[config.mk]
export PLATFORM = sky130hd
export DESIGN_NAME = ncpu_core
export DESIGN_NICKNAME = d
export VERILOG_FILES = /design/src/ncpu_pkg.sv /design/src/ncpu_ifs.sv /design/src/alu_ex.sv /design/src/issue.sv /design/src/ncpu_core.sv /design/src/prf.sv /design/src/ro.sv
export VERILOG_INCLUDE_DIRS = /design/src
export SDC_FILE = /design/constraint.sdc
export NUM_CORES = 2
export LEC_CHECK = 0
export BUFFER_PORTS_ARGS = -buffer_cell sky130_fd_sc_hd__buf_2
export CORE_ASPECT_RATIO = 0.8
export CORE_MARGIN = 5
export CORE_UTILIZATION = 65
export CTS_BUF_LIST = sky130_fd_sc_hd__clkbuf_2 sky130_fd_sc_hd__clkbuf_4 sky130_fd_sc_hd__clkbuf_8
export DETAILED_ROUTE_END_ITERATION = 10
export GPL_TIMING_DRIVEN = 0
export PLACE_DENSITY = 0.82
export SYNTH_ARGS = -nofsm -noshare
export SYNTH_HDL_FRONTEND = slang
export SYNTH_SLANG_ARGS = --single-unit
[constraint.sdc]
create_clock -name clk -period 11.7 [get_ports clk]
set_clock_uncertainty 0.05 [all_clocks]
set_input_delay 1.17 -clock clk [delete_from_list [all_inputs] [get_ports clk]]
set_output_delay 1.17 -clock clk [all_outputs]
set_load 0.05 [all_outputs]
[src/ncpu_defs.svh]
`ifndef NCPU_DEFS_SVH
`define NCPU_DEFS_SVH

// Datapath width
`define NCPU_DW 32

// Physical register file geometry
`define NCPU_PRF_AW 5
`define NCPU_PRF_N 32

`endif

[src/ncpu_pkg.sv]
package ncpu_pkg;

   // ALU opcodes, 3-bit encoding
   typedef enum logic [2:0]
   {
      ALU_ADD = 3'd0,
      ALU_SUB = 3'd1,
      ALU_AND = 3'd2,
      ALU_OR  = 3'd3,
      ALU_XOR = 3'd4,
      ALU_SLL = 3'd5,  // Shift amount from operand2[4:0]
      ALU_SRL = 3'd6,
      ALU_LI  = 3'd7   // Result is the immediate
   } alu_op_t;

endpackage

[src/ncpu_ifs.sv]
`include "ncpu_defs.svh"

// Issue to read-operand stage
interface insn_if;
   import ncpu_pkg::*;

   logic                    valid;
   logic                    ready;
   alu_op_t                 op;
   logic [`NCPU_PRF_AW-1:0] prs1;
   logic [`NCPU_PRF_AW-1:0] prs2;
   logic [`NCPU_PRF_AW-1:0] prd;
   logic [`NCPU_DW-1:0]     imm;

   modport src (output valid, op, prs1, prs2, prd, imm, input ready);
   modport dst (input valid, op, prs1, prs2, prd, imm, output ready);
endinterface

// Read-operand stage to execute
interface exop_if;
   import ncpu_pkg::*;

   logic                    valid;
   logic                    ready;
   alu_op_t                 op;
   logic [`NCPU_PRF_AW-1:0] prd;
   logic [`NCPU_DW-1:0]     imm;
   logic [`NCPU_DW-1:0]     operand1;
   logic [`NCPU_DW-1:0]     operand2;

   modport src (output valid, op, prd, imm, operand1, operand2, input ready);
   modport dst (input valid, op, prd, imm, operand1, operand2, output ready);
endinterface

// Register file read ports, data one cycle after re
interface prf_rd_if;
   logic                    re1;
   logic [`NCPU_PRF_AW-1:0] raddr1;
   logic                    re2;
   logic [`NCPU_PRF_AW-1:0] raddr2;
   logic [`NCPU_DW-1:0]     rdata1;
   logic [`NCPU_DW-1:0]     rdata2;

   modport req (output re1, raddr1, re2, raddr2, input rdata1, rdata2);
   modport mem (input re1, raddr1, re2, raddr2, output rdata1, rdata2);
endinterface

[src/alu_ex.sv]
`include "ncpu_defs.svh"

module alu_ex
(
   input  logic                    clk,
   input  logic                    rst_n,
   exop_if.dst                     exop,
   output logic                    wb_valid,
   output logic [`NCPU_PRF_AW-1:0] wb_prd,
   output logic [`NCPU_DW-1:0]     wb_data,
   input  logic                    wb_ready,
   output logic                    wr_en,
   output logic [`NCPU_PRF_AW-1:0] wr_addr,
   output logic [`NCPU_DW-1:0]     wr_data
);
   import ncpu_pkg::*;

   localparam int SHW = $clog2(`NCPU_DW);

   logic [`NCPU_DW-1:0] result;
   logic [SHW-1:0]      shamt;
   logic                accept;

   assign shamt = exop.operand2[SHW-1:0];

   always_comb
   begin
      case (exop.op)
         ALU_ADD: result = exop.operand1 + exop.operand2;
         ALU_SUB: result = exop.operand1 - exop.operand2;
         ALU_AND: result = exop.operand1 & exop.operand2;
         ALU_OR:  result = exop.operand1 | exop.operand2;
         ALU_XOR: result = exop.operand1 ^ exop.operand2;
         ALU_SLL: result = exop.operand1 << shamt;
         ALU_SRL: result = exop.operand1 >> shamt;   // Logical
         ALU_LI:  result = exop.imm;
         default: result = '0;
      endcase
   end

   assign exop.ready = !wb_valid || wb_ready;
   assign accept     = exop.valid && exop.ready;

   always_ff @(posedge clk)
   begin
      if (!rst_n)
         wb_valid <= 1'b0;
      else if (accept)
         wb_valid <= 1'b1;
      else if (wb_ready)
         wb_valid <= 1'b0;
   end

   always_ff @(posedge clk)
   begin
      if (accept)
      begin
         wb_prd  <= exop.prd;
         wb_data <= result;
      end
   end

   // Register file write only when the result actually leaves
   assign wr_en   = wb_valid && wb_ready;
   assign wr_addr = wb_prd;
   assign wr_data = wb_data;

endmodule

[src/issue.sv]
`include "ncpu_defs.svh"

module issue
(
   input  logic                    clk,
   input  logic                    rst_n,
   input  logic                    in_valid,
   input  ncpu_pkg::alu_op_t       in_op,
   input  logic [`NCPU_PRF_AW-1:0] in_prs1,
   input  logic [`NCPU_PRF_AW-1:0] in_prs2,
   input  logic [`NCPU_PRF_AW-1:0] in_prd,
   input  logic [`NCPU_DW-1:0]     in_imm,
   output logic                    in_ready,
   input  logic                    wr_en,
   input  logic [`NCPU_PRF_AW-1:0] wr_addr,
   insn_if.src                     insn
);
   import ncpu_pkg::*;

   logic                    q_valid;
   alu_op_t                 q_op;
   logic [`NCPU_PRF_AW-1:0] q_prs1;
   logic [`NCPU_PRF_AW-1:0] q_prs2;
   logic [`NCPU_PRF_AW-1:0] q_prd;
   logic [`NCPU_DW-1:0]     q_imm;
   logic [`NCPU_PRF_N-1:0]  busy;   // One bit per physical register
   logic                    rs1_ok;
   logic                    rs2_ok;
   logic                    rd_ok;
   logic                    load;
   logic                    take;

   // A register written back this cycle counts as ready
   assign rs1_ok = !busy[q_prs1] || (wr_en && wr_addr == q_prs1);
   assign rs2_ok = !busy[q_prs2] || (wr_en && wr_addr == q_prs2);
   // Destination must not still have an older write in flight
   assign rd_ok  = !busy[q_prd] || (wr_en && wr_addr == q_prd);

   assign insn.valid = q_valid && rd_ok && ((q_op == ALU_LI) || (rs1_ok && rs2_ok));
   assign insn.op    = q_op;
   assign insn.prs1  = q_prs1;
   assign insn.prs2  = q_prs2;
   assign insn.prd   = q_prd;
   assign insn.imm   = q_imm;

   assign take     = insn.valid && insn.ready;
   assign in_ready = !q_valid || take;
   assign load     = in_valid && in_ready;

   always_ff @(posedge clk)
   begin
      if (!rst_n)
         q_valid <= 1'b0;
      else if (load)
         q_valid <= 1'b1;
      else if (take)
         q_valid <= 1'b0;
   end

   always_ff @(posedge clk)
   begin
      if (load)
      begin
         q_op   <= in_op;
         q_prs1 <= in_prs1;
         q_prs2 <= in_prs2;
         q_prd  <= in_prd;
         q_imm  <= in_imm;
      end
   end

   // Scoreboard
   always_ff @(posedge clk)
   begin
      if (!rst_n)
         busy <= '0;
      else
      begin
         if (wr_en)
            busy[wr_addr] <= 1'b0;
         if (take)
            busy[q_prd] <= 1'b1;   // Set wins over same-cycle clear
      end
   end

endmodule

[src/ncpu_core.sv]
`include "ncpu_defs.svh"

module ncpu_core
(
   input  logic                    clk,
   input  logic                    rst_n,
   input  logic                    in_valid,
   input  ncpu_pkg::alu_op_t       in_op,
   input  logic [`NCPU_PRF_AW-1:0] in_prs1,
   input  logic [`NCPU_PRF_AW-1:0] in_prs2,
   input  logic [`NCPU_PRF_AW-1:0] in_prd,
   input  logic [`NCPU_DW-1:0]     in_imm,
   output logic                    in_ready,
   output logic                    wb_valid,
   output logic [`NCPU_PRF_AW-1:0] wb_prd,
   output logic [`NCPU_DW-1:0]     wb_data,
   input  logic                    wb_ready
);
   // Write-back port, shared by the register file and the scoreboard
   logic                    wr_en;
   logic [`NCPU_PRF_AW-1:0] wr_addr;
   logic [`NCPU_DW-1:0]     wr_data;

   insn_if   insn_bus ();
   prf_rd_if rd_bus ();
   exop_if   exop_bus ();

   issue issue_i
   (
      .clk      (clk),
      .rst_n    (rst_n),
      .in_valid (in_valid),
      .in_op    (in_op),
      .in_prs1  (in_prs1),
      .in_prs2  (in_prs2),
      .in_prd   (in_prd),
      .in_imm   (in_imm),
      .in_ready (in_ready),
      .wr_en    (wr_en),
      .wr_addr  (wr_addr),
      .insn     (insn_bus.src)
   );

   ro ro_i
   (
      .clk   (clk),
      .rst_n (rst_n),
      .insn  (insn_bus.dst),
      .rd    (rd_bus.req),
      .exop  (exop_bus.src)
   );

   prf prf_i
   (
      .clk     (clk),
      .rst_n   (rst_n),
      .rd      (rd_bus.mem),
      .wr_en   (wr_en),
      .wr_addr (wr_addr),
      .wr_data (wr_data)
   );

   alu_ex alu_ex_i
   (
      .clk      (clk),
      .rst_n    (rst_n),
      .exop     (exop_bus.dst),
      .wb_valid (wb_valid),
      .wb_prd   (wb_prd),
      .wb_data  (wb_data),
      .wb_ready (wb_ready),
      .wr_en    (wr_en),
      .wr_addr  (wr_addr),
      .wr_data  (wr_data)
   );

endmodule

[src/prf.sv]
`include "ncpu_defs.svh"

module prf
(
   input  logic                    clk,
   input  logic                    rst_n,
   prf_rd_if.mem                   rd,
   input  logic                    wr_en,
   input  logic [`NCPU_PRF_AW-1:0] wr_addr,
   input  logic [`NCPU_DW-1:0]     wr_data
);
   logic [`NCPU_DW-1:0] regs [`NCPU_PRF_N];
   logic [`NCPU_DW-1:0] q_rdata1;
   logic [`NCPU_DW-1:0] q_rdata2;

   always_ff @(posedge clk)
   begin
      if (!rst_n)
      begin
         for (int i = 0; i < `NCPU_PRF_N; i++)
            regs[i] <= '0;
      end
      else if (wr_en)
         regs[wr_addr] <= wr_data;
   end

   // Synchronous reads, new data forwarded on address match
   always_ff @(posedge clk)
   begin
      if (rd.re1)
         q_rdata1 <= (wr_en && wr_addr == rd.raddr1) ? wr_data : regs[rd.raddr1];
      if (rd.re2)
         q_rdata2 <= (wr_en && wr_addr == rd.raddr2) ? wr_data : regs[rd.raddr2];
   end

   assign rd.rdata1 = q_rdata1;   // Holds while re is low
   assign rd.rdata2 = q_rdata2;

endmodule

[src/ro.sv]
`include "ncpu_defs.svh"

module ro
(
   input logic   clk,
   input logic   rst_n,
   insn_if.dst   insn,
   prf_rd_if.req rd,
   exop_if.src   exop
);
   import ncpu_pkg::*;

   logic                    ex_valid;
   alu_op_t                 ex_op;
   logic [`NCPU_PRF_AW-1:0] ex_prd;
   logic [`NCPU_DW-1:0]     ex_imm;
   logic                    p_ce;     // Stage load enable
   logic                    src_re;

   // Empty or being drained this cycle
   assign insn.ready = !ex_valid || exop.ready;
   assign p_ce       = insn.valid && insn.ready;

   // Register file acts as the other half of this stage
   assign src_re    = p_ce && (insn.op != ALU_LI);   // LI needs no operands
   assign rd.re1    = src_re;
   assign rd.raddr1 = insn.prs1;
   assign rd.re2    = src_re;
   assign rd.raddr2 = insn.prs2;

   always_ff @(posedge clk)
   begin
      if (!rst_n)
         ex_valid <= 1'b0;
      else if (p_ce)
         ex_valid <= 1'b1;
      else if (exop.ready)
         ex_valid <= 1'b0;
   end

   always_ff @(posedge clk)
   begin
      if (p_ce)
      begin
         ex_op  <= insn.op;
         ex_prd <= insn.prd;
         ex_imm <= insn.imm;
      end
   end

   assign exop.valid    = ex_valid;
   assign exop.op       = ex_op;
   assign exop.prd      = ex_prd;
   assign exop.imm      = ex_imm;
   // Read data lines up with the registered control
   assign exop.operand1 = rd.rdata1;
   assign exop.operand2 = rd.rdata2;

endmodule

==> impl_results.md <==
* Detailed placement HPWL at 190 mm
* Number of enable flip-flop cells after synthesis at 1215
* Top_reg_cell synth: edfxtp_1
* First drt pass iteration count at 9
* Max-cap viol count at 1
* Global-route wire length before repair at 353 mm
* Failing checks: capacitance limit, slew limit
* Post-synthesis compound-gate area fraction at 0.0432
* Maximum root-to-sink buffer count at 3
* Met1 track demand over resource in global routing at 0.618
* CTS tree: yes
* Met3 track utilization from global routing at 0.196
* Height of the die at 304 um
* Clock Root Buffer: clkbuf_8
* Max Clk Rate at 132 MHz
* Starting DRC count in detailed routing at 9292
* Total Nets Final at 5249
* Leading cell types in the layout, fill and taps excluded: edfxtp_1 (1215), and2_1 (1028), mux4_2 (728)
* Maximum number of pins on one net before global-route repair at 38
* Worst-case headroom to the max-slew limit at -0.0622
* Pin slew with the least headroom to its limit at 1.59 ns
* Areal power density over the cells at 149 nW/um2
* Share of layout cells above drive strength 1 at 0.239
* Clock latency at the later pin of the worst-skew pair at 0.96 ns
* Final worst path period need at 7.60 ns
* Mean cell area of the mapped netlist at 14.7 um2
* Worst Path Required at 12.36 ns
* Cells taking the most area after synthesis: edfxtp_1 (52%), mux4_2 (23%), and2_1 (9.1%)
* Worst setup EP type: register
* Number of pins exceeding their max-slew limit in the final report at 11
* Post-synthesis net count at 4927
* Initial Util at 0.652
* Global-route track usage on met2 at 0.606
* Commonest non-fill, non-tap cell in the layout: edfxtp_1
* DRC errors left at 0
* Cell type with the highest aggregate area in the netlist: edfxtp_1
* Setup fix buffers added after clock tree synthesis at 0
* CTS clk-pin slew, worst paths at 0.07 ns
* Resize count post-CTS at 0
* Via/cell ratio at 7.38
* Simple-gate area share of the yosys netlist at 0.120
* Final-report setup violation count at 0
* Remaining global-route overflow at 0
* Area share of xor/xnor cells in the synthesized design at 0.00734
* Count of filler cells inserted in the layout at 6750
* Synth Register Bits at 1260
* H-tree lvl count at 4
* Number of standard cells after synthesis at 4775
* Final RePlAce weighted congestion at 1.04
* Num ports at 93
* Combinational group share of total power at 0.214
* Proportion of power drawn by flip-flops and latches at 0.467
* P_leak at 27.7 nW
* Mapped cell area at 70400 um2
* Utilization after layout at 0.718
* VDD IR-drop max at 0.144 mV
* Initial antenna violation count at 15
* Final count of hold timing violations at 0
* Worst Path Arrival at 8.26 ns
* RSZ-0062 raised after global routing: no
* Routed vias at 49.4k
* Share of the clock period used by the worst path at 0.650
* Sequential-to-total area share from yosys stat at 0.531
* Area of the die at 115000 um2
* Switching Share at 0.309
* Setup TNS at 0 ns
* Overall die width at 378 um
* Switch Pwr at 0.00356 W
* DRT antenna net count at 0
* Signed area change from the synthesized netlist to the final layout at 10.2%
* Core Rows at 108
* Wire length per cell at 37.9 um
* Status: finished, violations left
* Core area at 108000 um2
* Number of global-route vias before repair at 48.2k
* Worst-path fanout max at 10
* Ys Warns at 0
* Gr busiest metal: met1
* Post-synth top area share at 0.519
* Fraction of registers with async set/reset at 0
* Fraction of synthesized area in multiplexers at 0.250
* Share of synthesized cell area in full adder, half adder and majority cells at 0.0175
* Cell internal pwr at 0.00796 W
* Count of clock tree sinks at 1260
* Largest family of logic cells by synthesized area: multiplexers
* Multi-input logic area at 31200 um2
* CTS Buf Count at 191
* Class of the worst hold path: input port to register
* Category of the most critical setup path: register to register
* Buffers added on ports at 92
* Overall track demand over capacity in global routing at 0.444
* Hold-fix buffers, CTS at 0
* Routed wire length at 254 mm
* Sequential cell area at 37400 um2
* Netlist cell types at 81
* Element type at the critical path start: register
* Clock power frac at 0.320
[per-stage QoR]
step / instance area [um2] / std cells / setup WS [ns] / hold WS (ns) / total power [W]
finish: 77500 / 6694 / 4.10 / 0.337 / 0.0115
detailed placement: 73700 / 6334 / 4.88 / 0.355 / 0.00780
global placement: 72600 / 6297 / 3.82 / 0.351 / 0.00776
global route: 77500 / 6683 / 4.15 / 0.315 / 0.0118
CTS: 77500 / 6681 / 4.81 / 0.279 / 0.0114
floorplan: 70400 / 4775 / 6.37 / 0.350 / 0.00684
[worst max-delay path: stages (launching register included)]
cell,delay (ns)
edfxtp_1,0.39
clkbuf_1,0.79
clkbuf_1,0.78
nand2_1,0.33
clkbuf_1,0.50
o21ai_0,0.25
xnor2_1,0.10
ha_1,0.27
clkbuf_1,0.46
nand4_1,0.57
or2_2,0.48
a211oi_1,1.10
o211ai_1,0.26
a21boi_1,0.32
o21ai_0,0.15
and4b_1,0.23
or3_1,0.34
[power by group through the flow]
stage                     clock, W  combinational (W)  sequential, W
after global routing       0.00388            0.00252        0.00538
after detailed placement         0            0.00234        0.00545
after CTS                  0.00365            0.00235        0.00536
final                      0.00368            0.00246        0.00538
after floorplan                  0            0.00146        0.00538
after global placement           0            0.00229        0.00547
[cell families after synthesis]
family,Yosys count
muxes,844
adders and majority gates,98
AOI/OAI and AO/OA,493
buffers and inverters,564
DFF,1260
and+or+nand+nor,1457
xor gates and xnor gates,59
[layout make-up]
type / count / area share
buffer: 456 / 0.0226
multi-input combinational: 2951 / 0.403
antenna: 13 / 0.000420
sequential: 1260 / 0.482
timing repair buffer: 129 / 0.0154
clock buffer: 265 / 0.0416
clock inverter: 82 / 0.00665
tap: 1430 / 0.0231
inverter: 108 / 0.00523
[synthesized netlist by cell type (6+ instances only)]
| master | count |
|---|---|
| nand2_1 | 67 |
| o41ai_1 | 6 |
| a221o_1 | 6 |
| a221oi_1 | 19 |
| and2_1 | 1028 |
| o31ai_1 | 12 |
| mux2_4 | 8 |
| xnor2_1 | 39 |
| o21a_1 | 11 |
| o22ai_1 | 45 |
| a22o_1 | 6 |
| a21o_1 | 15 |
| and3_1 | 12 |
| mux2_2 | 6 |
| nor3_1 | 26 |
| or3_1 | 13 |
| nor4_1 | 7 |
| buf_2 | 12 |
| o211ai_1 | 15 |
| nor2_1 | 214 |
| mux4_2 | 728 |
| nand2b_1 | 10 |
| nand4_1 | 10 |
| a22oi_1 | 15 |
| ha_1 | 97 |
| nand3b_1 | 9 |
| clkbuf_1 | 374 |
| nand3_1 | 20 |
| o21ai_0 | 120 |
| a31oi_1 | 12 |
| xor2_1 | 20 |
| mux2i_1 | 101 |
| edfxtp_1 | 1215 |
| inv_1 | 105 |
| nor2b_1 | 17 |
| dfxtp_1 | 45 |
| a21oi_1 | 160 |
| a211oi_1 | 9 |
| or2_2 | 7 |
| buf_1 | 68 |
[routing by layer]
metal,wire [um],share of wire,up-vias
met2,106000,0.42,4734
met3,44600,0.18,740
met5,50,0.00020,-
li1,-,-,19156
met1,88600,0.35,24773
met4,14900,0.059,4
[state kept, by name (all words and copies together), names as in the netlist, named ones only]
signal,count
alu_ex_i.wb_data,32
alu_ex_i.wb_prd,5
alu_ex_i.wb_valid,1
issue_i.busy,32
issue_i.insn.imm,32
issue_i.insn.op,3
issue_i.insn.prd,5
issue_i.insn.prs1,5
issue_i.insn.prs2,5
issue_i.q_valid,1
prf_i.rd.rdata1,32
prf_i.rd.rdata2,32
prf_i.regs,1024
ro_i.exop.imm,32
ro_i.exop.op,3
ro_i.exop.prd,5
ro_i.exop.valid,1
[path summary, 6_finish.rpt]
path                         start              endpoint  slack [ns]  cells past startpoint
setup / recovery   ro_i.exop.op[0]  alu_ex_i.wb_data[19]        4.10                     16
hold / removal          in_imm[22]  issue_i.insn.imm[22]        0.34                      1
setup reg to reg   ro_i.exop.op[0]  alu_ex_i.wb_data[19]        4.10                     16
hold reg to reg   ro_i.exop.prd[1]    alu_ex_i.wb_prd[1]        0.35                      0
Note: power is estimated with default switching activity, not from simulation.
